==> config.mk <==
export PLATFORM = sky130hd
export DESIGN_NAME = pcap_capture_writer
export DESIGN_NICKNAME = d
export VERILOG_FILES = /design/src/pcap_replay_pkg.sv /design/src/pcap_capture_writer.sv
export SDC_FILE = /design/constraint.sdc
export NUM_CORES = 1
export LEC_CHECK = 0
export ABC_AREA = 1
export BUFFER_PORTS_ARGS = -buffer_cell sky130_fd_sc_hd__buf_2
export CORE_UTILIZATION = 37
export CTS_CLUSTER_SIZE = 16
export DETAILED_ROUTE_END_ITERATION = 6
export PLACE_DENSITY = 0.74
export SLEW_MARGIN = 10
export SYNTH_ARGS = -nofsm -noshare
export SYNTH_HDL_FRONTEND = slang
export SYNTH_SLANG_ARGS = --single-unit
==> constraint.sdc <==
create_clock -name axis_aclk -period 1 [get_ports axis_aclk]
set_input_delay 0.25 -clock axis_aclk [delete_from_list [all_inputs] [get_ports axis_aclk]]
set_output_delay 0.25 -clock axis_aclk [all_outputs]
set_load 0.02 [all_outputs]
==> src/pcap_replay_pkg.sv <==
`default_nettype none
/* Packet capture and replay shared definitions
   Stream widths, port codes and the beat, memory word and request types */
package pcap_replay_pkg;

  localparam int DATA_WIDTH         = 64;
  localparam int KEEP_WIDTH         = 8;
  localparam int TUSER_WIDTH        = 32;
  localparam int SRC_PORT_LSB       = 16;
  localparam int MEM_ADDR_WIDTH     = 6;
  localparam int REPLAY_COUNT_WIDTH = 8;
  localparam int OUT_QUEUE_DEPTH    = 16;

  localparam logic [7:0]  CAPTURE_SRC_PORT = 8'h02;
  localparam logic [15:0] OUT_PORT_STAMP   = 16'h0102;

  typedef struct packed {
    logic [DATA_WIDTH-1:0]  tdata;
    logic [KEEP_WIDTH-1:0]  tkeep;
    logic [TUSER_WIDTH-1:0] tuser;
    logic                   tlast;
  } axis_beat_t;

  // One memory word, either a stored beat or the end-of-capture marker
  typedef union packed {
    struct packed {
      logic       end_flag;
      logic       valid;
      axis_beat_t beat;
    } as_beat;
    struct packed {
      logic                       end_flag;
      logic [$bits(axis_beat_t):0] pad;
    } as_marker;
  } mem_entry_u;

  typedef struct packed {
    logic                      en;
    logic [MEM_ADDR_WIDTH-1:0] addr;
    mem_entry_u                data;
  } mem_wr_req_t;

  typedef struct packed {
    logic                      en;
    logic [MEM_ADDR_WIDTH-1:0] addr;
  } mem_rd_req_t;

  typedef struct packed {
    logic                          soft_reset;
    logic                          capture_done;
    logic                          replay_start;
    logic [REPLAY_COUNT_WIDTH-1:0] replay_count;
  } replay_ctrl_t;

endpackage

`default_nettype wire

==> src/pcap_capture_writer.sv <==
`timescale 1ns/1ps
`default_nettype none
/* Capture writer
   Keeps packets from the capture source port and writes them one beat per
   word into packet memory, closing the capture with an end marker */
module pcap_capture_writer (
  input  wire                                axis_aclk,
  input  wire                                axis_aresetn,
  input  wire pcap_replay_pkg::replay_ctrl_t ctrl,
  input  wire                                replay_busy,
  input  wire pcap_replay_pkg::axis_beat_t   s_axis_beat,
  input  wire                                s_axis_tvalid,
  output logic                               s_axis_tready,
  output pcap_replay_pkg::mem_wr_req_t       wr_req
);
  import pcap_replay_pkg::*;

  typedef enum logic [1:0] {ST_IDLE, ST_STORE, ST_SKIP} wr_state_t;

  wr_state_t                 state;
  logic [MEM_ADDR_WIDTH-1:0] wr_addr;
  logic                      accept;
  logic                      port_match;
  logic                      store_beat;
  logic                      wr_en_q;
  logic [MEM_ADDR_WIDTH-1:0] wr_addr_q;
  mem_entry_u                wr_data_q;

  // Input stalls while the memory is being replayed
  assign s_axis_tready = ~replay_busy;
  assign accept        = s_axis_tvalid & s_axis_tready;
  assign port_match    = (s_axis_beat.tuser[SRC_PORT_LSB +: 8] == CAPTURE_SRC_PORT);
  assign store_beat    = accept & (((state == ST_IDLE) & port_match) | (state == ST_STORE));

  always_ff @(posedge axis_aclk) begin
    if (!axis_aresetn || ctrl.soft_reset) begin
      state   <= ST_IDLE;
      wr_addr <= MEM_ADDR_WIDTH'(1);
    end else if (ctrl.capture_done) begin
      state   <= ST_IDLE;
      wr_addr <= MEM_ADDR_WIDTH'(1);
    end else begin
      if (store_beat) begin
        wr_addr <= wr_addr + 1'b1;
      end
      if (accept) begin
        case (state)
          ST_IDLE: begin
            // Single-beat packets leave the FSM in idle
            if (!s_axis_beat.tlast) begin
              state <= port_match ? ST_STORE : ST_SKIP;
            end
          end
          default: begin
            if (s_axis_beat.tlast) begin
              state <= ST_IDLE;
            end
          end
        endcase
      end
    end
  end

  always_ff @(posedge axis_aclk) begin
    if (!axis_aresetn || ctrl.soft_reset) begin
      wr_en_q <= 1'b0;
    end else begin
      wr_en_q <= ctrl.capture_done | store_beat;
    end
  end

  always_ff @(posedge axis_aclk) begin
    wr_addr_q <= wr_addr;
    if (ctrl.capture_done) begin
      wr_data_q.as_marker.end_flag <= 1'b1;
      wr_data_q.as_marker.pad      <= '0;
    end else begin
      wr_data_q.as_beat.end_flag <= 1'b0;
      wr_data_q.as_beat.valid    <= 1'b1;
      wr_data_q.as_beat.beat     <= s_axis_beat;
    end
  end

  always_comb begin
    wr_req.en   = wr_en_q;
    wr_req.addr = wr_addr_q;
    wr_req.data = wr_data_q;
  end

  // Top word stays free so the end marker always fits
  a_no_wrap: assert property (@(posedge axis_aclk) disable iff (!axis_aresetn)
    store_beat |-> (wr_addr != {MEM_ADDR_WIDTH{1'b1}}))
    else $error("capture overruns packet memory");

endmodule

`default_nettype wire

==> results.txt <==
Synth Area in Compound Gates = 1.345%
Smallest setup slack after layout = -0.1920 ns
Final worst path period need = 1.192 ns
Number of clock sinks = 122
Synth unique cells = 19
P_leak = 3.918 nW
Die span in y = 101.0 um
Comb pwr share = 13.2%
RSZ-0062 raised after global routing = yes
Failing checks = negative setup slack
Fin. max-slew vios = 0
Switching portion of total power = 23.84%
Status = complete, but fails checks
Internal power = 0.01004 W
I/O pins = 235
Slew headroom = 79.06%
Maximum net fanout on the critical path = 1
Site row count = 35
Reg power frac = 39.9%
Worst EP arrival = 0.94 ns
Max-capacitance violation count = 0
H-tree Lvls = 4
Diode count = 0
Vias = 3859
Max Clk Rate = 0.8389 GHz
Area of the multi-input gates = 754.5 um2
M2 GR Usage = 54.06%
Met3 GRT Util = 7.628%
Fin crit share = 119.2%
Tightest hold margin = 0.04907 ns
Core Region = 0.009371 mm2
HPWL Detailed = 6680 um
Fin. Hold Viols = 0
Clock share of power = 46.8%
Average wire per standard cell = 15.26 um
Seq/Total Area, Yosys = 67.31%
Initial Util = 38.72%
Syn_nets = 530
CP bufs+invs = 1
CP Class = flip-flop to output pin
Post-Route WL = 13750 um
Cell area after synthesis = 0.003628 mm2
Via/cell ratio = 4.283
Skew-Pair Late Insertion Delay = 0.48 ns
CP max-delay cell = dfxtp_2
Drt initial violations = 71
Chip width = 101.0 um
Top Usage Layer GRT = met2
Synth Area in Adders = 0.3448%
GRT Residual Overflow = 0
Reg area = 0.002595 mm2
Clk_skew = 0.005920 ns
VDD IR max = 1.174 mV
Fin area = 0.007550 mm2
Layout area overhead = 108.1%
Global-route wire length before repair = 20350 um
CTS tree = built
Setup Viol. Count Final = 115
CP top delay family = flip-flops
Placed cell areas = 0.005015 mm2
Worst stage delay on the critical path = 0.34 ns
Routability cong. = 0.7532
Num CTS Buffers = 17
CP cell instances = buf_6
Clock Root Buffer = clkbuf_8
Drc violations = 0
GR Util All Layers = 26.94%
Yosys warns = 0
Fill cell count = 488
XOR/XNOR Fraction of Synth Area = 0.7241%
Pre-CTS WS = -0.1960 ns
Pin count of the biggest net entering global routing = 20
Number of global-route vias before repair = 4254
Cells after synthesis = 409
Hold Path Class = input port to flip-flop
PwrDens = 1746 mW/mm2
Antenna viol nets, final = 0
Max Buffers Root-to-Sink = 2
CP required = 0.75 ns
Crit end category = output pin
Setup TNS = -19.47 ns
Met1 usage = 23.16%
PortBufs = 225
Number of synthesized register bits = 122
Post-synthesis mux area share = 0%
Sw Pwr = 0.003142 W
Layout cells sized above 1 = 54.15%
Worst slew pin tran = 0.3141 ns
Crit start category = flip-flop
Synthesized area per cell = 8.872 um2
Fin nets = 880
Largest family of logic cells by synthesized area = simple AND/OR/NAND/NOR gates
Clk pin slew, worst setup/hold paths = 0.06 ns
Initial antenna violation count = 0
Post-synthesis simple-gate area fraction = 16.62%
First-pass DRT Iterations = 4
Die area = 0.01021 mm2
==> synth_stat cells <==
cell type / count / area, um2
inv_1: 113 / 424.2
xor2_1: 1 / 8.760
nand2_1: 20 / 75.07
dfxtp_1: 122 / 2442
nor2_1: 108 / 405.4
a21oi_2: 1 / 8.760
nand3b_1: 1 / 7.510
nor2_4: 1 / 11.26
nor2_2: 2 / 12.51
nand2_4: 2 / 22.52
inv_2: 1 / 3.750
nand3_1: 10 / 50.05
nand2_2: 1 / 6.260
nand4_1: 2 / 12.51
buf_4: 1 / 7.510
ha_1: 1 / 12.51
a21oi_1: 8 / 40.04
buf_2: 12 / 60.06
xnor2_1: 2 / 17.52
==> cell families (layout without fill, tap and decap cells) <==
| family | Yosys count | in the layout |
|---|---|---|
| AND/OR/NAND/NOR | 147 | 147 |
| buffers and inverters | 127 | 490 |
| flip-flops | 122 | 122 |
| AO/OA/AOI/OAI | 9 | 9 |
| XOR/XNOR | 3 | 3 |
| adder cells (fa/ha/maj) | 1 | 1 |
==> worst paths after layout <==
check	startpoint	slack, ns	cells after the start	end
worst max register to register	wr_addr[0]	-0.01	5	wr_addr[4]
worst min register to register	wr_addr[3]	0.38	0	wr_addr_q[3]
worst min-delay path	ctrl[10]	0.05	4	wr_en_q
worst max-delay path	wr_data_q[98]	-0.19	1	wr_req[98]
==> area by class of cell <==
type,instances,share of cell area (%)
clock inverters,13,2.188
flip-flops and latches,122,34.37
well taps,129,2.138
multi-input cells,160,9.993
clock buffers,19,5.850
inverters,114,5.718
repair buffers,344,39.74
==> power groups by stage <==
| stage | Combinational [W] | Sequential, W | Clock (W) |
|---|---|---|---|
| after global routing | 0.00184 | 0.00528 | 0.00653 |
| after global placement | 0.00107 | 0.00524 | 0 |
| final | 0.00174 | 0.00526 | 0.00617 |
| after CTS | 0.00166 | 0.00525 | 0.00624 |
| after detailed placement | 0.00109 | 0.00525 | 0 |
| after floorplan | 0.000255 | 0.00556 | 0 |
==> layer usage <==
metal / share of wire [%] / vias up
met5: 0 / -
met4: 5.0 / 0
met3: 6.2 / 50
met2: 54 / 197
met1: 35 / 1768
li1: - / 1844
==> worst register-to-register path, stage by stage, from the launching register on <==
cell     delay, ns
dfxtp_2       0.36
ha_4          0.15
nand3_2       0.08
xnor2_1       0.15
nand3_1       0.10
a21oi_2       0.12
==> sequential cells by signal (all words and copies together), names as in the netlist <==
| signal | cells |
|---|---|
| wr_data_q | 107 |
| wr_addr | 6 |
| wr_addr_q | 6 |
| state | 2 |
| wr_en_q | 1 |
==> layout by cell type, fill, tap and decap left out, types with 2 or more instances in the layout <==
| cell type | Yosys | layout |
|---|---|---|
| nor2_4 | 1 | 2 |
| buf_6 | 0 | 116 |
| clkbuf_16 | 0 | 16 |
| nor2_1 | 108 | 108 |
| nand3_2 | 0 | 2 |
| nand2_2 | 1 | 3 |
| bufinv_16 | 0 | 3 |
| a21oi_2 | 1 | 2 |
| dfxtp_2 | 0 | 119 |
| nand4_1 | 2 | 2 |
| dfxtp_1 | 122 | 2 |
| clkinv_2 | 0 | 2 |
| nand2_1 | 20 | 17 |
| nand2_4 | 2 | 3 |
| clkinv_4 | 0 | 2 |
| inv_1 | 113 | 110 |
| buf_4 | 1 | 19 |
| clkinvlp_4 | 0 | 5 |
| clkbuf_8 | 0 | 3 |
| a21oi_1 | 8 | 7 |
| buf_2 | 12 | 110 |
| dlygate4sd3_1 | 0 | 98 |
| nand3_1 | 10 | 7 |
| inv_2 | 1 | 3 |
| inv_6 | 0 | 2 |
==> through the flow <==
step / std cells / total power [W] / util, %
finish: 901 / 0.01318 / 80.56
global route: 901 / 0.01365 / 80.56
CTS: 901 / 0.01314 / 80.17
detailed placement: 769 / 0.006343 / 53.51
global placement: 769 / 0.006316 / 53.51
floorplan: 409 / 0.005810 / -
==> what timing repair did <==
item	CTS	global route
hold endpoints to repair	98	0
hold buffers	98	0
pin swaps	6	10
setup endpoints to repair	118	121
setup buffers	2	0
resized for setup	347	16
No activity file was read; power rests on OpenSTA's default activity.
