### config.mk
export PLATFORM = sky130hd
export DESIGN_NAME = pcap_replay_reader
export DESIGN_NICKNAME = d
export VERILOG_FILES = /design/src/pcap_replay_pkg.sv /design/src/pcap_replay_reader.sv
export SDC_FILE = /design/constraint.sdc
export NUM_CORES = 1
export LEC_CHECK = 0
export ABC_AREA = 0
export BUFFER_PORTS_ARGS = -buffer_cell sky130_fd_sc_hd__buf_2
export CORE_AREA = 2 2 92 94
export DETAILED_ROUTE_END_ITERATION = 10
export DIE_AREA = 0 0 94 96
export GPL_TIMING_DRIVEN = 0
export PLACE_DENSITY_LB_ADDON = 0.2
export SYNTH_ARGS = -nofsm -noshare
export SYNTH_HDL_FRONTEND = slang
export SYNTH_SLANG_ARGS = --single-unit
### constraint.sdc
create_clock -name axis_aclk -period 2.3 [get_ports axis_aclk]
set_input_delay 0.345 -clock axis_aclk [delete_from_list [all_inputs] [get_ports axis_aclk]]
set_output_delay 0.345 -clock axis_aclk [all_outputs]
set_load 0.02 [all_outputs]
### src/pcap_replay_pkg.sv
`default_nettype none
/* Packet capture and replay shared definitions
   Stream widths, port codes and the beat, memory word and request types */
package pcap_replay_pkg;

  localparam int DATA_WIDTH         = 64;
  localparam int KEEP_WIDTH         = 8;
  localparam int TUSER_WIDTH        = 32;
  localparam int SRC_PORT_LSB       = 16;
  localparam int MEM_ADDR_WIDTH     = 6;
  localparam int REPLAY_COUNT_WIDTH = 8;
  localparam int OUT_QUEUE_DEPTH    = 16;

  localparam logic [7:0]  CAPTURE_SRC_PORT = 8'h02;
  localparam logic [15:0] OUT_PORT_STAMP   = 16'h0102;

  typedef struct packed {
    logic [DATA_WIDTH-1:0]  tdata;
    logic [KEEP_WIDTH-1:0]  tkeep;
    logic [TUSER_WIDTH-1:0] tuser;
    logic                   tlast;
  } axis_beat_t;

  // One memory word, either a stored beat or the end-of-capture marker
  typedef union packed {
    struct packed {
      logic       end_flag;
      logic       valid;
      axis_beat_t beat;
    } as_beat;
    struct packed {
      logic                       end_flag;
      logic [$bits(axis_beat_t):0] pad;
    } as_marker;
  } mem_entry_u;

  typedef struct packed {
    logic                      en;
    logic [MEM_ADDR_WIDTH-1:0] addr;
    mem_entry_u                data;
  } mem_wr_req_t;

  typedef struct packed {
    logic                      en;
    logic [MEM_ADDR_WIDTH-1:0] addr;
  } mem_rd_req_t;

  typedef struct packed {
    logic                          soft_reset;
    logic                          capture_done;
    logic                          replay_start;
    logic [REPLAY_COUNT_WIDTH-1:0] replay_count;
  } replay_ctrl_t;

endpackage

`default_nettype wire

### src/pcap_replay_reader.sv
`timescale 1ns/1ps
`default_nettype none
/* Replay reader
   Reads the captured beats back from address 1, loops on the end marker
   replay_count times and feeds the output queue */
module pcap_replay_reader (
  input  wire                                axis_aclk,
  input  wire                                axis_aresetn,
  input  wire pcap_replay_pkg::replay_ctrl_t ctrl,
  output pcap_replay_pkg::mem_rd_req_t       rd_req,
  input  wire                                rd_ack,
  input  wire pcap_replay_pkg::mem_entry_u   rd_data,
  input  wire                                nearly_full,
  output logic                               push,
  output pcap_replay_pkg::axis_beat_t        push_beat,
  output logic                               replay_busy
);
  import pcap_replay_pkg::*;

  typedef enum logic {ST_IDLE, ST_RUN} rd_state_t;

  rd_state_t                     state;
  logic                          start_d;
  logic                          start_pulse;
  logic [MEM_ADDR_WIDTH-1:0]     rd_addr;
  logic [REPLAY_COUNT_WIDTH-1:0] loop_cnt;
  logic [REPLAY_COUNT_WIDTH-1:0] loop_total;
  logic                          rd_pending;
  logic                          discard;
  logic                          word_live;
  logic                          marker_hit;

  // Start is a level, only its rising edge counts
  always_ff @(posedge axis_aclk) begin
    if (!axis_aresetn) begin
      start_d <= 1'b0;
    end else begin
      start_d <= ctrl.replay_start;
    end
  end

  assign start_pulse = ctrl.replay_start & ~start_d;

  // Returned word, minus the one read past an end marker
  assign word_live  = rd_pending & ~discard;
  assign marker_hit = word_live & rd_data.as_marker.end_flag;

  always_comb begin
    rd_req.en   = (state == ST_RUN) & ~nearly_full;
    rd_req.addr = rd_addr;
  end

  assign push        = word_live & ~rd_data.as_beat.end_flag & rd_data.as_beat.valid;
  assign push_beat   = rd_data.as_beat.beat;
  assign replay_busy = (state == ST_RUN);

  always_ff @(posedge axis_aclk) begin
    if (!axis_aresetn || ctrl.soft_reset) begin
      state      <= ST_IDLE;
      rd_addr    <= MEM_ADDR_WIDTH'(1);
      loop_cnt   <= '0;
      loop_total <= '0;
      rd_pending <= 1'b0;
      discard    <= 1'b0;
    end else begin
      rd_pending <= rd_ack;
      discard    <= marker_hit;
      case (state)
        ST_IDLE: begin
          // Zero count means no replay at all
          if (start_pulse && ctrl.replay_count != '0) begin
            state      <= ST_RUN;
            rd_addr    <= MEM_ADDR_WIDTH'(1);
            loop_cnt   <= '0;
            loop_total <= ctrl.replay_count;
          end
        end
        ST_RUN: begin
          if (marker_hit) begin
            rd_addr <= MEM_ADDR_WIDTH'(1);
            if (loop_cnt == loop_total - 1'b1) begin
              state <= ST_IDLE;
            end else begin
              loop_cnt <= loop_cnt + 1'b1;
            end
          end else if (rd_ack) begin
            rd_addr <= rd_addr + 1'b1;
          end
        end
        default: state <= ST_IDLE;
      endcase
    end
  end

  // Address 0 holds nothing, a read there means a capture with no marker
  a_no_addr0: assert property (@(posedge axis_aclk) disable iff (!axis_aresetn)
    rd_req.en |-> (rd_req.addr != '0))
    else $error("replay read of address 0");

endmodule

`default_nettype wire

==> impl_metrics.env, run 1 <==
export IMPL_yosysWarnings=0
export IMPL_core_sq_um=8050
export IMPL_switching_power_uw=387
export IMPL_dp_hpwl_mm=4.16
export IMPL_synth_distinct_cells=44
export IMPL_synth_area_leaders="buf_4 (36%), dfxtp_1 (23%), nor2_1 (3.5%)"
export IMPL_wirelength_met1_mm=1.91
export IMPL_async_flop_share=0
export IMPL_path_max_fanout=8
export IMPL_fin_crit_sh=0.953
export IMPL_pin_count=236
export IMPL_relSlewSlack=0.638
export IMPL_outcome="completed"
export IMPL_ir_drop_uv=195
export IMPL_antenna_left=0
export IMPL_crit_type="reg2reg"
export IMPL_hold_depth=2
export IMPL_wire_per_inst_microns=9.83
export IMPL_die_x_microns=94
export IMPL_rows=33
export IMPL_via_per_inst=4.15
export IMPL_maxSlewViolCount=0
export IMPL_synth_most_common_cell="buf_4"
export IMPL_start_kind="register"
export IMPL_grt_start_max_net_pins=14
export IMPL_cts_tree="yes"
export IMPL_syn_mean_instance_area_sq_um=8.22
export IMPL_stdcell_count=513
export IMPL_p_clk_frac=0.219
export IMPL_synth_ff_type="dfxtp_1"
export IMPL_p_leak_nw=1.60
export IMPL_wl_met2_mm=2.53
export IMPL_placed_cell_area_sq_um=3010
export IMPL_powerDensity_nw_per_um2=383
export IMPL_area_growth_pct=38.6
export IMPL_synth_edff_count=0
export IMPL_yosysTopAreaCell="buf_4"
export IMPL_grt_pass1_wl_mm=7.00
export IMPL_yosys_register_bits=26
export IMPL_worst_pin_slew_ns=0.544
export IMPL_syn_area_sq_um=2230
export IMPL_required_ns=2.51
export IMPL_rsz0062_at_grt="no"
export IMPL_ys_seq_area_frac=0.233
export IMPL_htree_levels=1
export IMPL_reg2reg_slack_ns=0.11
export IMPL_highest_layer="met4"
export IMPL_fin_nets=535
export IMPL_io_buffers=129
export IMPL_ctsRootBufferMaster="clkbuf_8"
export IMPL_dieArea_sq_um=9020
export IMPL_start_util=0.278
export IMPL_grt_util_all_layers=0.0938
export IMPL_power_frac_seq=0.394
export IMPL_pwr_share_comb=0.387
export IMPL_num_antenna_cells=0
export IMPL_setup_viol=0
export IMPL_fin_hold_ws_ns=0.286
export IMPL_overflow=0
export IMPL_placed_cells=506
export IMPL_drtPass1Iterations=4
export IMPL_skew_ns=0.00139
export IMPL_netlist_instances=272
export IMPL_power_mw=1.19
export IMPL_worstSkewPairLatency_ns=0.27
export IMPL_max_cap_violations=0
export IMPL_hold_violations=0
export IMPL_r2r_cells=9
export IMPL_layout_drive_gt1_share=0.625
export IMPL_synth_fp_nets=397
export IMPL_antenna_found_initial=0
export IMPL_fillers=839
export IMPL_final_min_clock_period_ns=2.19
export IMPL_crit_path_end_kind="register"
export IMPL_final_area_sq_um=3100
export IMPL_met3WireLength_microns=564
export IMPL_numCtsBuffers=3
export IMPL_fmax_mhz=456
export IMPL_yosysTopAreaCellShare=0.359
export IMPL_cts_path_max_buffers=2
export IMPL_grt_pass1_vias=1607
export IMPL_vias=2131
export IMPL_internal_power_uw=800
export IMPL_place_congestion=0.756
export IMPL_switching_share=0.326
export IMPL_clock_sinks=26
export IMPL_drt_iter0_drc=41
export IMPL_drt_total_wl_mm=5.04
export IMPL_min_path_type="in2reg"
export IMPL_tns_ns=0
export IMPL_die_h_microns=96
export IMPL_drc=0
export IMPL_clkSlewWorstSetupHoldPaths_ns=0.09
export IMPL_synth_commonest_cells="buf_4 (107), dfxtp_1 (26), nor2_1 (21)"
export IMPL_cp_arrival_ns=2.40
layer usage:
layer / vias up / global-route usage
met4: 0 / 0.0254
met1: 910 / 0.108
met3: 4 / 0.0141
li1: 1087 / -
met2: 130 / 0.179
met5: - / 0
worst paths after layout:
kind                                                  from                        to
worst min-delay path                          axis_aresetn        start_d$_SDFF_PN0_
worst max-delay path            loop_total[1]$_SDFFE_PP0P_  loop_cnt[5]$_SDFFE_PP0P_
worst min register to register    loop_cnt[5]$_SDFFE_PP0P_  loop_cnt[5]$_SDFFE_PP0P_
worst max register to register  loop_total[1]$_SDFFE_PP0P_  loop_cnt[5]$_SDFFE_PP0P_
through the flow:
stage               setup WS (ns)   util
finish                      0.108  0.385
floorplan                   0.147      -
global route               0.0149  0.385
global placement          -0.0285  0.374
CTS                        0.0340  0.379
detailed placement       -0.00783  0.374
repair_timing:
action,CTS,global route
pin swaps,1,2
hold buffers,0,0
gates resized for setup,1,3
endpoints found under the setup margin,3,8
buffers inserted,0,2
cloned,0,2
state kept, by name (all words and copies together), names as in the netlist:
| name | flops |
|---|---|
| rd_pending | 1 |
| loop_total | 8 |
| rd_addr | 6 |
| replay_busy | 1 |
| start_d | 1 |
| loop_cnt | 8 |
| discard | 1 |
final cells by class:
type,instances,area (sq um),share of cell area
plain buffers,112,838,0.271
inverters,4,15.0,0.00485
clock buffers,3,41.3,0.0133
repair buffers,132,666,0.215
well taps,105,131,0.0424
flip-flops and latches,26,526,0.170
multi-input cells,131,881,0.284
logic make-up after synthesis:
logic type / share of synthesized area
simple gates: 0.186
buf+inv: 0.382
flops: 0.233
mux: 0.0269
xor+xnor: 0.0510
compound gates: 0.105
fa+ha+maj: 0.0168
power by group through the flow:
| stage | sequential (mW) | combinational (mW) | clock, mW |
|---|---|---|---|
| final | 0.467 | 0.459 | 0.260 |
| after global routing | 0.469 | 0.496 | 0.288 |
| after CTS | 0.469 | 0.460 | 0.272 |
| after detailed placement | 0.479 | 0.460 | 0 |
| after global placement | 0.479 | 0.458 | 0 |
| after floorplan | 0.479 | 0.344 | 0 |
critical path, stage by stage, from the launching register on:
cell and delay, ns:
dfxtp_2 0.37, inv_1 0.06, ha_1 0.17, buf_4 0.16
xnor2_1 0.12, and4_1 0.19, a41oi_2 0.26, a211oi_2 0.15
or4_1 0.51, a21oi_1 0.14
placed cells by master (no fill, tap or decap), types with 4 or more instances in the layout:
master / instances
mux2i_1: 6
dfxtp_1: 24
buf_2: 131
xnor2_1: 5
a21oi_1: 13
and3_1: 4
nand4_1: 7
xor2_1: 8
nor2_1: 21
buf_4: 109
nand2_1: 11
or4_1: 4
inv_1: 4
nand2b_1: 8
(Power assumes the default switching activity.)
==> run 2, diff against run 1 <==
--- a/config.mk
+++ b/config.mk
@@ -11,6 +11,7 @@
 export DETAILED_ROUTE_END_ITERATION = 10
 export DIE_AREA = 0 0 94 96
 export GPL_TIMING_DRIVEN = 0
+export MAX_ROUTING_LAYER = met4
 export PLACE_DENSITY_LB_ADDON = 0.2
 export SYNTH_ARGS = -nofsm -noshare
 export SYNTH_HDL_FRONTEND = slang
==> constraint.sdc (replaced) <==
create_clock -name axis_aclk -period 2.3 [get_ports axis_aclk]
set_input_delay 0.46 -clock axis_aclk [delete_from_list [all_inputs] [get_ports axis_aclk]]
set_output_delay 0.46 -clock axis_aclk [all_outputs]
set_load 0.02 [all_outputs]
==> impl_metrics.env, run 2 (synthesis gave the netlist of run 1 again) <==
export IMPL_outcome="completed"
export IMPL_skew_ns=0.00139
export IMPL_cp_arrival_ns=2.40
export IMPL_power_frac_seq=0.394
export IMPL_area_growth_pct=38.6
export IMPL_num_antenna_cells=0
export IMPL_drt_iter0_drc=41
export IMPL_path_max_fanout=8
export IMPL_antenna_found_initial=0
export IMPL_required_ns=2.51
export IMPL_mostFrequentLayoutCell="buf_2"
export IMPL_ir_drop_uv=195
export IMPL_drtPass1Iterations=4
export IMPL_dieArea_sq_um=9020
export IMPL_dp_hpwl_mm=4.16
export IMPL_ctsRootBufferMaster="clkbuf_8"
export IMPL_pwr_share_comb=0.387
export IMPL_reg2reg_slack_ns=0.11
export IMPL_switching_power_uw=387
export IMPL_start_util=0.278
export IMPL_fin_nets=535
export IMPL_die_x_microns=94
export IMPL_cts_tree="yes"
export IMPL_vias=2131
export IMPL_final_min_clock_period_ns=2.19
export IMPL_drt_total_wl_mm=5.04
export IMPL_crit_path_end_kind="register"
export IMPL_powerDensity_nw_per_um2=383
export IMPL_htree_levels=1
export IMPL_rows=33
export IMPL_min_path_type="in2reg"
export IMPL_grt_pass1_vias=1607
export IMPL_maxSlewViolCount=0
export IMPL_multiInputGateArea_sq_um=881
export IMPL_rsz0062_at_grt="no"
export IMPL_clkSlewWorstSetupHoldPaths_ns=0.09
export IMPL_switching_share=0.326
export IMPL_io_buffers=129
export IMPL_relSlewSlack=0.638
export IMPL_cts_path_max_buffers=2
export IMPL_power_mw=1.19
export IMPL_max_cap_violations=0
export IMPL_core_sq_um=8050
export IMPL_worst_path_max_delay_cell="or4_1"
export IMPL_grt_pass1_wl_mm=7.00
export IMPL_internal_power_uw=800
export IMPL_worstSkewPairLatency_ns=0.27
export IMPL_wire_per_inst_microns=9.82
export IMPL_fin_hold_ws_ns=0.401
export IMPL_pin_count=236
export IMPL_setup_viol=0
export IMPL_seq_area_sq_um=526
export IMPL_overflow=0
export IMPL_numCtsBuffers=3
export IMPL_crit_family="simple AND/OR/NAND/NOR gates"
export IMPL_antenna_left=0
export IMPL_crit_type="reg2reg"
export IMPL_drc=0
export IMPL_layout_drive_gt1_share=0.625
export IMPL_cp_slowest_stage_delay_ns=0.51
export IMPL_fillers=839
export IMPL_mostFrequentLayoutCells="buf_2 (131), buf_4 (109), dfxtp_1 (24)"
export IMPL_grt_start_max_net_pins=14
export IMPL_final_core_util=0.385
export IMPL_hold_violations=0
export IMPL_path_cells="inv_1, ha_1, buf_4, xnor2_1, and4_1, a41oi_2, a211oi_2, or4_1, a21oi_1"
export IMPL_clock_sinks=26
export IMPL_place_congestion=0.766
export IMPL_fin_crit_sh=0.953
export IMPL_p_clk_frac=0.219
export IMPL_die_h_microns=96
export IMPL_reg_top3="loop_cnt (8), loop_total (8), rd_addr (6)"
export IMPL_hold_buffers=0
export IMPL_worst_pin_slew_ns=0.544
export IMPL_grt_util_all_layers=0.0965
export IMPL_cp_buffers_inverters=2
export IMPL_via_per_inst=4.15
export IMPL_fmax_mhz=456
export IMPL_start_kind="register"
export IMPL_p_leak_nw=1.60
-- run 2: worst paths after layout --
kind,startpoint,to,depth (start not counted)
setup / recovery,loop_total[1]$_SDFFE_PP0P_,loop_cnt[5]$_SDFFE_PP0P_,9
hold / removal,axis_aresetn,start_d$_SDFF_PN0_,2
setup reg to reg,loop_total[1]$_SDFFE_PP0P_,loop_cnt[5]$_SDFFE_PP0P_,9
hold reg to reg,loop_cnt[5]$_SDFFE_PP0P_,loop_cnt[5]$_SDFFE_PP0P_,2
-- run 2: through the flow --
| stage | area [sq um] | worst slack, ns | instances | setup TNS [ns] |
|---|---|---|---|---|
| 3_3_place_gp | 3010 | -0.0285 | 506 | -0.0432 |
| 2_1_floorplan | 2230 | 0.147 | 272 | 0 |
| 6_report | 3100 | 0.108 | 513 | 0 |
| 3_5_place_dp | 3010 | -0.00783 | 506 | -0.0142 |
| 4_1_cts | 3050 | 0.0340 | 509 | 0 |
| 5_1_grt | 3100 | 0.0149 | 513 | 0 |
-- run 2: worst register-to-register path, cell delays in order, from the launching register on --
cell	delay (ns)
dfxtp_2	0.37
inv_1	0.06
ha_1	0.17
buf_4	0.16
xnor2_1	0.12
and4_1	0.19
a41oi_2	0.26
a211oi_2	0.15
or4_1	0.51
a21oi_1	0.14
-- run 2: what timing repair did --
item / CTS / global route
gates cloned: 0 / 2
buffers inserted: 0 / 2
gates resized for setup: 1 / 3
pin swaps: 1 / 2
setup endpoints to repair: 3 / 8
-- run 2: power by group through the flow --
stage | Combinational [mW] | Clock (mW) | Sequential (mW)
2_1_floorplan | 0.344 | 0 | 0.479
3_3_place_gp | 0.458 | 0 | 0.479
3_5_place_dp | 0.460 | 0 | 0.479
4_1_cts | 0.460 | 0.272 | 0.469
5_1_grt | 0.496 | 0.288 | 0.469
6_report | 0.459 | 0.260 | 0.467
-- run 2: per-layer routing --
| layer | up-vias | GRT usage | share of wire |
|---|---|---|---|
| li1 | 1087 | - | - |
| met1 | 910 | 0.109 | 0.38 |
| met2 | 130 | 0.179 | 0.50 |
| met3 | 4 | 0.0133 | 0.11 |
| met4 | 0 | 0.0254 | 0.0067 |
| met5 | - | - | 0 |
-- run 2: cell type report --
class / instances / area share
Timing Repair Buffer: 132 / 0.215
Inverter: 4 / 0.00485
Sequential cell: 26 / 0.170
Buffer: 112 / 0.271
Multi-Input combinational cell: 131 / 0.284
Tap cell: 105 / 0.0424
Clock buffer: 3 / 0.0133
