File: config.mk
export PLATFORM = sky130hd
export DESIGN_NAME = replay_out_queue
export DESIGN_NICKNAME = d
export VERILOG_FILES = /design/src/pcap_replay_pkg.sv /design/src/replay_out_queue.sv
export SDC_FILE = /design/constraint.sdc
export NUM_CORES = 1
export LEC_CHECK = 0
export ABC_CLOCK_PERIOD_IN_PS = 7600
export BUFFER_PORTS_ARGS = -buffer_cell sky130_fd_sc_hd__buf_2
export CAP_MARGIN = 10
export CORE_MARGIN = 4
export CORE_UTILIZATION = 40
export DETAILED_ROUTE_END_ITERATION = 10
export PLACE_DENSITY = 0.53
export RECOVER_POWER = 100
export SYNTH_ARGS = -nofsm -noshare
export SYNTH_HDL_FRONTEND = slang
export SYNTH_SLANG_ARGS = --single-unit
File: constraint.sdc
create_clock -name axis_aclk -period 7.6 [get_ports axis_aclk]
set_clock_uncertainty 0.15 [all_clocks]
set_input_delay 1.52 -clock axis_aclk [delete_from_list [all_inputs] [get_ports axis_aclk]]
set_output_delay 1.52 -clock axis_aclk [all_outputs]
set_load 0.01 [all_outputs]
File: src/pcap_replay_pkg.sv
`default_nettype none
/* Packet capture and replay shared definitions
   Stream widths, port codes and the beat, memory word and request types */
package pcap_replay_pkg;

  localparam int DATA_WIDTH         = 64;
  localparam int KEEP_WIDTH         = 8;
  localparam int TUSER_WIDTH        = 32;
  localparam int SRC_PORT_LSB       = 16;
  localparam int MEM_ADDR_WIDTH     = 6;
  localparam int REPLAY_COUNT_WIDTH = 8;
  localparam int OUT_QUEUE_DEPTH    = 16;

  localparam logic [7:0]  CAPTURE_SRC_PORT = 8'h02;
  localparam logic [15:0] OUT_PORT_STAMP   = 16'h0102;

  typedef struct packed {
    logic [DATA_WIDTH-1:0]  tdata;
    logic [KEEP_WIDTH-1:0]  tkeep;
    logic [TUSER_WIDTH-1:0] tuser;
    logic                   tlast;
  } axis_beat_t;

  // One memory word, either a stored beat or the end-of-capture marker
  typedef union packed {
    struct packed {
      logic       end_flag;
      logic       valid;
      axis_beat_t beat;
    } as_beat;
    struct packed {
      logic                       end_flag;
      logic [$bits(axis_beat_t):0] pad;
    } as_marker;
  } mem_entry_u;

  typedef struct packed {
    logic                      en;
    logic [MEM_ADDR_WIDTH-1:0] addr;
    mem_entry_u                data;
  } mem_wr_req_t;

  typedef struct packed {
    logic                      en;
    logic [MEM_ADDR_WIDTH-1:0] addr;
  } mem_rd_req_t;

  typedef struct packed {
    logic                          soft_reset;
    logic                          capture_done;
    logic                          replay_start;
    logic [REPLAY_COUNT_WIDTH-1:0] replay_count;
  } replay_ctrl_t;

endpackage

`default_nettype wire

File: src/replay_out_queue.sv
`timescale 1ns/1ps
`default_nettype none
/* Replay output queue
   Fall-through beat FIFO with nearly-full throttle, stamps tuser on output */
module replay_out_queue (
  input  wire                                axis_aclk,
  input  wire                                axis_aresetn,
  input  wire pcap_replay_pkg::replay_ctrl_t ctrl,
  input  wire                                push,
  input  wire pcap_replay_pkg::axis_beat_t   push_beat,
  output logic                               nearly_full,
  output pcap_replay_pkg::axis_beat_t        m_axis_beat,
  output logic                               m_axis_tvalid,
  input  wire                                m_axis_tready
);
  import pcap_replay_pkg::*;

  axis_beat_t                           slots [OUT_QUEUE_DEPTH];
  logic [$clog2(OUT_QUEUE_DEPTH)-1:0]   wr_ptr;
  logic [$clog2(OUT_QUEUE_DEPTH)-1:0]   rd_ptr;
  logic [$clog2(OUT_QUEUE_DEPTH):0]     count;
  logic                                 pop;

  assign m_axis_tvalid = (count != '0);
  assign pop           = m_axis_tvalid & m_axis_tready;
  // Two slots of slack for the read in flight
  assign nearly_full   = (count >= OUT_QUEUE_DEPTH - 2);

  always_comb begin
    m_axis_beat       = slots[rd_ptr];
    m_axis_beat.tuser = {OUT_PORT_STAMP, {(TUSER_WIDTH-16){1'b0}}};
  end

  always_ff @(posedge axis_aclk) begin
    if (push) begin
      slots[wr_ptr] <= push_beat;
    end
  end

  always_ff @(posedge axis_aclk) begin
    if (!axis_aresetn || ctrl.soft_reset) begin
      wr_ptr <= '0;
      rd_ptr <= '0;
      count  <= '0;
    end else begin
      if (push) begin
        wr_ptr <= wr_ptr + 1'b1;
      end
      if (pop) begin
        rd_ptr <= rd_ptr + 1'b1;
      end
      case ({push, pop})
        2'b10:   count <= count + 1'b1;
        2'b01:   count <= count - 1'b1;
        default: count <= count;
      endcase
    end
  end

  // Reader throttling must keep the queue from overflowing
  a_no_overflow: assert property (@(posedge axis_aclk) disable iff (!axis_aresetn)
    push |-> (count != OUT_QUEUE_DEPTH))
    else $error("push into full output queue");

endmodule

`default_nettype wire

==> flow_summary.toml, run 1 <==
[timing]
finalCriticalPeriod_ps = 6364
slew_viol_final = 725
slew_headroom_pct = -167.0
grt_setup_unrepaired = "false"
hold_viol = 0
fin_tns_setup_ps = 0
period_share_pct = 83.74
worst_slew_pin_slew_ps = 4003
setup_viol = 0
hold_ws_ps = 369.6
max_freq_ghz = 0.1571

[global_route]
antenna_found_initial = 16
track_usage_pct = 17.66
grt_pass1_wl_um = 150300
gr-total-overflow = 0
grt_max_degree = 118
grt_pass1_vias = 22010

[clock_network]
max-clock-path-buffers = 3
clk_pin_slew_worst_paths_ps = 60
root_buffer = "clkbuf_16"
post-cts-setup-buffer-count = 0
clkLatencyLatePin_ps = 690
cts_tree = "yes"
numCtsBuffers = 120
postCtsHoldBufs = 0
numClockSinks = 1185
cts_max_level = 3
postCtsResizedCells = 0

[place]
gp_congestion = 0.7153
place_inst = 3500
io_buffers = 152
dp_hpwl_um = 50590

[power_and_ir_drop]
clockPowerShare_pct = 43.0
total_leakage_power_nw = 15.44
internal_power_mw = 10.65
power_switching_share_pct = 20.02
power_frac_comb_pct = 2.7
powerDensity_nw_per_um2 = 262.3
ir_drop_v = 0.0001640
p_sw_mw = 2.666
p_seq_share_pct = 54.4

[drt]
drc = 0
wl_um = 103800
wl_per_cell_um = 27.82
ant_nets = 0
first_pass_iters = 5
first_iter_violations = 1789
vias_per_cell = 5.483
vias = 20460

[setup_path]
worstPathCellList = "clkbuf_1, and3_1, and2_0, clkbuf_2"
cp.required_ps = 7740
path_buf_inv = 2
critPathSlowestCell = "and2_0"
crit_fanout = 38
crit_family = "simple AND/OR/NAND/NOR gates"
crit_type = "input pin to register"
critical_path.endpoint_type = "register"
critPathArrivalTime_ps = 6500
critPathMaxStageDelay_ps = 2800
worst_setup_path_start_kind = "input pin"

[synth]
yosys_warnings = 0
yosys.area.top_type = "edfxtp_1"
yosys.cell_types.count = 42
ys_top_cells_by_count = "1168 x edfxtp_1, 292 x mux4_2, 146 x a22oi_1"
synth_edf_count = 1168
syn_area_per_cell_um2 = 23.21
yosysMostFrequentCell = "edfxtp_1"
synth_top_area_share_pct = 78.21
async_flop_share_pct = 0
netlist_area_um2 = 44840
synthCells = 1932
ys_ff_latch = 1185
synthFlopType = "edfxtp_1"
netlist_top_cells_area = "edfxtp_1 78%, mux4_2 15%, a22oi_1 2.4%"
yosysSeqAreaShare_pct = 78.97

[die]
fp.dieH_um = 342.8
core_area_um2 = 111000
initial_core_util_pct = 40.41
dieArea_um2 = 117500
die_w_um = 342.8
rows = 122
io_pins = 227

[layout]
stdcell_count = 3731
drive_above_1_share_pct = 22.92
layout.nets = 2263
syn2layout_area_growth_pct = 13.19

[job]
maxCapViolCount = 20

[outcome]
violations = "max-capacitance violations, max-slew violations"
status = "finished with violations"

[worst_hold_path]
hold_path.class = "register to register"
==> flip-flops by register name, summed over array words and instances (netlist names), named ones only <==
signal  cells
wr_ptr      4
rd_ptr      4
count       5
slots    1168
==> cell type report <==
cell class / count / area (um2)
Antenna cell: 9 / 22.52
Clock buffer: 147 / 3144
Clock inverter: 75 / 678.2
Fill cell: 9242 / 60220
Inverter: 6 / 22.52
Multi-Input combinational cell: 637 / 8762
Sequential cell: 1185 / 35420
Tap cell: 1488 / 1862
Timing Repair Buffer: 184 / 845.8
==> final timing paths <==
path / from / to / slack [ps] / depth (start not counted)
setup reg to reg: wr_ptr[2] / slots[13][67] / 1940 / 3
hold / removal: rd_ptr[3] / rd_ptr[3] / 370 / 2
hold reg to reg: rd_ptr[3] / rd_ptr[3] / 370 / 2
setup / recovery: push / slots[13][67] / 1240 / 4
==> logic make-up (layout without fill, tap and decap cells) <==
kind of cell | count (synthesis) | in the layout | synth area share [%]
xor+xnor | 8 | 8 | 0.1563
other cells | 2 | 41 | 0.01675
mux | 295 | 295 | 14.73
simple gates | 130 | 130 | 1.345
fa+ha+maj | 9 | 9 | 0.2511
flops | 1185 | 1185 | 78.97
buf+inv | 140 | 412 | 1.783
compound gates | 163 | 163 | 2.743
==> placed cells by master, fill, tap and decap left out, drive strengths merged, types with 4 or more instances in the layout <==
cell type	Yosys	layout
and2	17	17
a21oi	4	4
clkinvlp	0	4
bufinv	0	11
xor2	6	6
a22oi	146	146
dfxtp	17	17
nand2	76	76
clkinv	0	54
inv	6	12
nand3	4	4
buf	92	29
clkbuf	42	302
diode	0	9
edfxtp	1168	1168
ha	9	9
mux4	292	292
nor2	12	12
conb	2	32
==> per-layer routing <==
metal | up-vias | track usage [%] | wire, um
met5 | - | 0 | 88
met4 | 12 | 4.539 | 1835
met3 | 140 | 3.693 | 6825
met2 | 599 | 28.63 | 50560
met1 | 11090 | 24.61 | 44490
li1 | 8618 | - | -
==> worst reg2reg max path, cell delays in order, from the launching register on <==
cell	delay, ps
dfxtp_1	440
and3_1	270
and2_0	2800
clkbuf_2	1550
==> through the flow <==
stage                     cell area [um2]  power [mW]  setup slack [ps]  util (%)
after detailed placement            47180       7.752              2919     42.51
final                               50760       13.31              1236     45.74
after global routing                50740       13.77              1012     45.73
after floorplan                     44960       7.580              3101         -
after CTS                           51000       13.48              2145     45.96
after global placement              47180       7.734              2927     42.51
==> power groups by stage <==
stage / logic, mW / clock network (mW) / registers (mW)
3_3_place_gp: 0.363 / 0 / 7.37
3_5_place_dp: 0.377 / 0 / 7.37
5_1_grt: 0.391 / 6.14 / 7.24
4_1_cts: 0.378 / 5.86 / 7.24
2_1_floorplan: 0.209 / 0 / 7.37
6_report: 0.353 / 5.72 / 7.24
Power figures use the tool's default switching activity.
==> run 2, diff against run 1 <==
--- a/config.mk
+++ b/config.mk
@@ -5,13 +5,13 @@
 export SDC_FILE = /design/constraint.sdc
 export NUM_CORES = 1
 export LEC_CHECK = 0
-export ABC_CLOCK_PERIOD_IN_PS = 7600
+export ABC_CLOCK_PERIOD_IN_PS = 5240
 export BUFFER_PORTS_ARGS = -buffer_cell sky130_fd_sc_hd__buf_2
 export CAP_MARGIN = 10
 export CORE_MARGIN = 4
 export CORE_UTILIZATION = 40
 export DETAILED_ROUTE_END_ITERATION = 10
-export PLACE_DENSITY = 0.53
+export PLACE_DENSITY = 0.55
 export RECOVER_POWER = 100
 export SYNTH_ARGS = -nofsm -noshare
 export SYNTH_HDL_FRONTEND = slang
==> constraint.sdc (replaced) <==
create_clock -name axis_aclk -period 5.24 [get_ports axis_aclk]
set_clock_uncertainty 0.15 [all_clocks]
set_input_delay 1.048 -clock axis_aclk [delete_from_list [all_inputs] [get_ports axis_aclk]]
set_output_delay 1.048 -clock axis_aclk [all_outputs]
set_load 0.01 [all_outputs]
==> run 2 against run 1 <==
  * The flow still finishes with violations (max-capacitance violations, max-slew violations)
  * Worst hold slack better by 17 ps
  * Non-clock buffer count is 26 higher
  * Sequential share of layout area is 0.46 points lower
  * Routed wire length is 1.4% lower
  * Count of clock-buffer cells in the layout is 2 higher
  * Register-to-register slack worse by 1100 ps
  * Sequential cell count stayed put
  * Setup slack worse by 690 ps
  * Utilization is 0.31 points higher
==> flow_summary.toml, run 2 (synthesis gave the netlist of run 1 again) <==
[place]
gp_congestion = 0.7019
io_buffers = 152
dp_hpwl_um = 53090
place_inst = 3526

[layout]
layout.nets = 2289
top_register = "slots"
mostFrequentLayoutCell = "edfxtp_1"
multi_input_comb_area_um2 = 8747
drive_above_1_share_pct = 23.69
fillers = 9270
final_cell_mix = "1168 x edfxtp_1, 292 x mux4_2, 172 x clkbuf_1"
reg_top3 = "slots (1168), count (5)"
stdcell_count = 3759
largest_reg_flops = 1168
seqCellArea_um2 = 35420
syn2layout_area_growth_pct = 13.95

[worst_hold_path]
hold_path.class = "register to register"
min_to = "rd_ptr[3]"
hold_depth = 2
holdCritStartpoint = "rd_ptr[3]"

[drt]
wl_per_cell_um = 27.22
drc = 0
vias = 20490
vias_per_cell = 5.451
wl_um = 102300
ant_nets = 0
first_iter_violations = 1714
first_pass_iters = 5

[clock_network]
postCtsResizedCells = 0
numClockSinks = 1185
postCtsHoldBufs = 0
clk_pin_slew_worst_paths_ps = 60
root_buffer = "clkbuf_16"
numCtsBuffers = 120
cts_tree = "yes"
max-clock-path-buffers = 3
cts_max_level = 3
post-cts-setup-buffer-count = 0
clkLatencyLatePin_ps = 690

[timing]
hold_viol = 0
slew_headroom_pct = -135.8
worst_slew_pin_slew_ps = 3535
finalCriticalPeriod_ps = 4696
hold_ws_ps = 386.8
setup_viol = 0
max_freq_ghz = 0.2129
slew_viol_final = 613
grt_setup_unrepaired = "false"
fin_tns_setup_ps = 0
period_share_pct = 89.62

[setup_path]
critPathSlowestCell = "and2_1"
timing.rr.end = "slots[5][95]"
crit_fanout = 36
critical_path.endpoint_type = "register"
crit_type = "input pin to register"
worstPathCellList = "clkbuf_1, inv_1, nor3_1, and2_1, clkbuf_2"
critPathMaxStageDelay_ps = 2150
rr_worst_depth = 4
cp.required_ps = 5410
critPathArrivalTime_ps = 4870
worst_setup_path_start_kind = "input pin"
r2r-start = "wr_ptr[2]"
reg2reg_slack_ps = 850

[global_route]
track_usage_pct = 17.50
grt_max_degree = 68
antenna_found_initial = 12
gr-total-overflow = 0
grt_pass1_vias = 21880
grt_pass1_wl_um = 150200

[die]
io_pins = 227
rows = 122
die_w_um = 342.8
dieArea_um2 = 117500
fp.dieH_um = 342.8
initial_core_util_pct = 40.41
core_area_um2 = 111000

[power_and_ir_drop]
powerDensity_nw_per_um2 = 379.1
ir_drop_v = 0.0002835
total_leakage_power_nw = 15.62
total_power_mw = 19.37

[job]
maxCapViolCount = 17

[outcome]
status = "finished with violations"
violations = "max-capacitance violations, max-slew violations"
## run 2: cell count changes in the layout (fill, tap and decap cells not counted), moves of 4 or more
cell | previous run | this run
and2_1 | 5 | 14
clkbuf_2 | 7 | 20
inv_6 | 5 | 1
and2_4 | 5 | 1
and2_0 | 7 | 2
buf_12 | 5 | 17
## run 2: routing by layer
layer / vias up / track usage [%] / part of all wire [%]
met1: 11180 / 24.65 / 43
met5: - / 0 / 0.054
li1: 8660 / - / -
met3: 119 / 3.106 / 5.6
met4: 8 / 3.931 / 1.5
met2: 528 / 28.81 / 50
## run 2: worst max path at each step
stage,from,to,slack [ps],cells past startpoint
CTS,register,m_axis_beat[82],720,6
global route,register,m_axis_beat[36],300,6
detailed placement,register,m_axis_beat[82],1480,6
floorplan,push,slots[10][0],1210,4
finish,push,slots[0][93],540,5
global placement,register,m_axis_beat[82],1440,6
## run 2: per-stage QoR
step | setup slack (ps) | utilization, % | cell area (um2)
2_1_floorplan | 1213 | - | 44960
3_3_place_gp | 1442 | 42.85 | 47550
3_5_place_dp | 1478 | 42.85 | 47550
5_1_grt | 301.7 | 46.03 | 51080
6_report | 543.8 | 46.04 | 51100
4_1_cts | 718.8 | 46.33 | 51420
## run 2: where the power goes
group / switching (mW) / internal [mW] / leakage (nW) / total, mW
Sequential: 0.0190 / 10.5 / 10.7 / 10.5
Clock: 3.52 / 4.83 / 1.89 / 8.35
Combinational: 0.345 / 0.180 / 3.04 / 0.525
Total: 3.89 / 15.5 / 15.6 / 19.4
## run 2: cell type report
| cell class | count | area share (%) |
|---|---|---|
| tap | 1488 | 3.644 |
| inverter | 6 | 0.04408 |
| multi-input combinational | 637 | 17.12 |
| clock buffer | 149 | 6.212 |
| timing repair buffer | 210 | 2.260 |
| clock inverter | 76 | 1.361 |
| antenna | 8 | 0.03918 |
| sequential | 1185 | 69.32 |
## run 2: critical path: cells and delay by family
family        cells  cell delay, ps
buf+inv           3            1280
simple gates      2            2530
==> run 3, diff against run 2 <==
--- a/config.mk
+++ b/config.mk
@@ -8,10 +8,11 @@
 export ABC_CLOCK_PERIOD_IN_PS = 5240
 export BUFFER_PORTS_ARGS = -buffer_cell sky130_fd_sc_hd__buf_2
 export CAP_MARGIN = 10
-export CORE_MARGIN = 4
-export CORE_UTILIZATION = 40
+export CORE_MARGIN = 2
+export CORE_UTILIZATION = 55
 export DETAILED_ROUTE_END_ITERATION = 10
-export PLACE_DENSITY = 0.55
+export GPL_ROUTABILITY_DRIVEN = 0
+export PLACE_DENSITY = 0.73
 export RECOVER_POWER = 100
 export SYNTH_ARGS = -nofsm -noshare
 export SYNTH_HDL_FRONTEND = slang
==> run 3 against run 2 <==
  * The flow still finishes with violations (max-capacitance violations, max-slew violations)
  * Setup slack got worse by 90 ps
  * Highest routed layer unchanged
  * Routed wire length decreased by 8.1%
  * Utilization increased by 16 points
==> flow_summary.toml, run 3 (synthesis gave the netlist of run 1 again) <==
[setup_path]
rr_worst_depth = 3
worst_setup_path_start_kind = "register"
critical_path.endpoint_type = "primary output"
worstPathCellList = "and2_2, clkbuf_2, a22oi_1, nand2_1, clkbuf_1"
crit_fanout = 42
critPathMaxStageDelay_ps = 1200
crit_type = "register to primary output"
critPathArrivalTime_ps = 3590
critPathSlowestCell = "and2_2"
cp.required_ps = 4040

[timing]
setup_viol = 0
grt_setup_unrepaired = "false"
max_freq_ghz = 0.2089
layout_setup_ws_ps = 454.1
slew_viol_final = 656
hold_viol = 0
worst_slew_pin_slew_ps = 3495
hold_ws_ps = 401.5
period_share_pct = 91.33
slew_headroom_pct = -133.1
finalCriticalPeriod_ps = 4786
fin_tns_setup_ps = 0

[die]
initial_core_util_pct = 55.58
rows = 104
fp.dieH_um = 289.5
core_area_um2 = 80680
io_pins = 227
die_w_um = 289.5
dieArea_um2 = 83830

[worst_hold_path]
hold_path.class = "register to register"
hold_depth = 2

[clock_network]
root_buffer = "clkbuf_16"
postCtsHoldBufs = 0
postCtsResizedCells = 0
cts_tree = "yes"
clkLatencyLatePin_ps = 670
post-cts-setup-buffer-count = 0
max-clock-path-buffers = 3
numClockSinks = 1185
numCtsBuffers = 111
cts_max_level = 3
clk_pin_slew_worst_paths_ps = 60

[place]
dp_hpwl_um = 48880
pre_cts_ws_ps = 1480
io_buffers = 152

[job]
maxCapViolCount = 17

[power_and_ir_drop]
clockPowerShare_pct = 41.3
powerDensity_nw_per_um2 = 373.0
ir_drop_v = 0.0002626
power_frac_comb_pct = 2.7
internal_power_mw = 15.04
p_sw_mw = 3.711
power_switching_share_pct = 19.79
p_seq_share_pct = 56.0
total_leakage_power_nw = 15.46

[drt]
ant_nets = 0
first_pass_iters = 5
vias_per_cell = 6.300
vias = 20780
first_iter_violations = 2390
wl_per_cell_um = 28.49
wl_um = 94000
drc = 0

[layout]
layout.nets = 2271
fillers = 5298
top_register = "slots"
mostFrequentLayoutCell = "edfxtp_1"
reg_top3 = "slots (1168), count (5)"
final_cell_mix = "1168 x edfxtp_1, 292 x mux4_2, 160 x clkbuf_1"
syn2layout_area_growth_pct = 12.08
drive_above_1_share_pct = 23.27
largest_reg_flops = 1168

[outcome]
status = "finished with violations"
violations = "max-capacitance violations, max-slew violations"

[global_route]
track_usage_pct = 22.82
antenna_found_initial = 13
gr-total-overflow = 0
grt_max_degree = 74
grt_pass1_wl_um = 139100
grt_pass1_vias = 21550
run 3: cell types whose count changed in the layout (fill, tap and decap cells not counted), moves of 4 or more:
| cell | before | now |
|---|---|---|
| clkbuf_2 | 20 | 10 |
| clkinv_2 | 25 | 17 |
| buf_2 | 13 | 17 |
| buf_12 | 17 | 22 |
| clkbuf_1 | 172 | 160 |
| inv_6 | 1 | 5 |
| diode_2 | 8 | 4 |
| clkbuf_16 | 122 | 112 |
run 3: worst paths after layout:
path	startpoint	endpoint	slack, ps
max	register	m_axis_beat[90]	450
min	rd_ptr[3]	register	400
max reg2reg	wr_ptr[2]	slots[12][60]	730
min reg2reg	rd_ptr[3]	register	400
run 3: power groups by stage:
| stage | sequential [mW] | combinational (mW) | clock [mW] |
|---|---|---|---|
| after CTS | 10.5 | 0.541 | 7.84 |
| after global placement | 10.7 | 0.517 | 0 |
| after global routing | 10.5 | 0.564 | 8.22 |
| after detailed placement | 10.7 | 0.539 | 0 |
| final | 10.5 | 0.511 | 7.74 |
| after floorplan | 10.7 | 0.304 | 0 |
run 3: area by class of cell:
| type | count | area [um2] | area share, % |
|---|---|---|---|
| Clock buffer | 140 | 2948 | 5.865 |
| Multi-Input combinational cell | 637 | 8746 | 17.40 |
| Clock inverter | 66 | 574.3 | 1.143 |
| Inverter | 6 | 22.52 | 0.04481 |
| Sequential cell | 1185 | 35420 | 70.47 |
| Antenna cell | 4 | 10.01 | 0.01991 |
| Timing Repair Buffer | 201 | 1214 | 2.415 |
| Tap cell | 1060 | 1326 | 2.639 |
run 3: metrics by stage:
step / power [mW] / cell area (um2) / utilization (%) / cells
final: 18.75 / 50260 / 62.30 / 3299
after global placement: 11.21 / 47010 / 58.26 / 3089
after global routing: 19.28 / 50260 / 62.29 / 3297
after floorplan: 10.99 / 44960 / - / 1962
after detailed placement: 11.23 / 47010 / 58.26 / 3089
after CTS: 18.88 / 50530 / 62.63 / 3295
run 3: critical path: cells and delay by family (launching register included):
family	cells	cell delay (ps)
simple gates	2	1330
buf+inv	2	920
compound gates	1	170
flops	1	460
run 3: layer usage:
metal | vias to the layer above | wire [um] | global-route usage (%)
li1 | 8615 | - | -
met1 | 11050 | 38150 | 33.16
met2 | 963 | 46300 | 36.01
met3 | 131 | 7905 | 4.906
met4 | 22 | 1509 | 5.808
met5 | - | 134 | 0
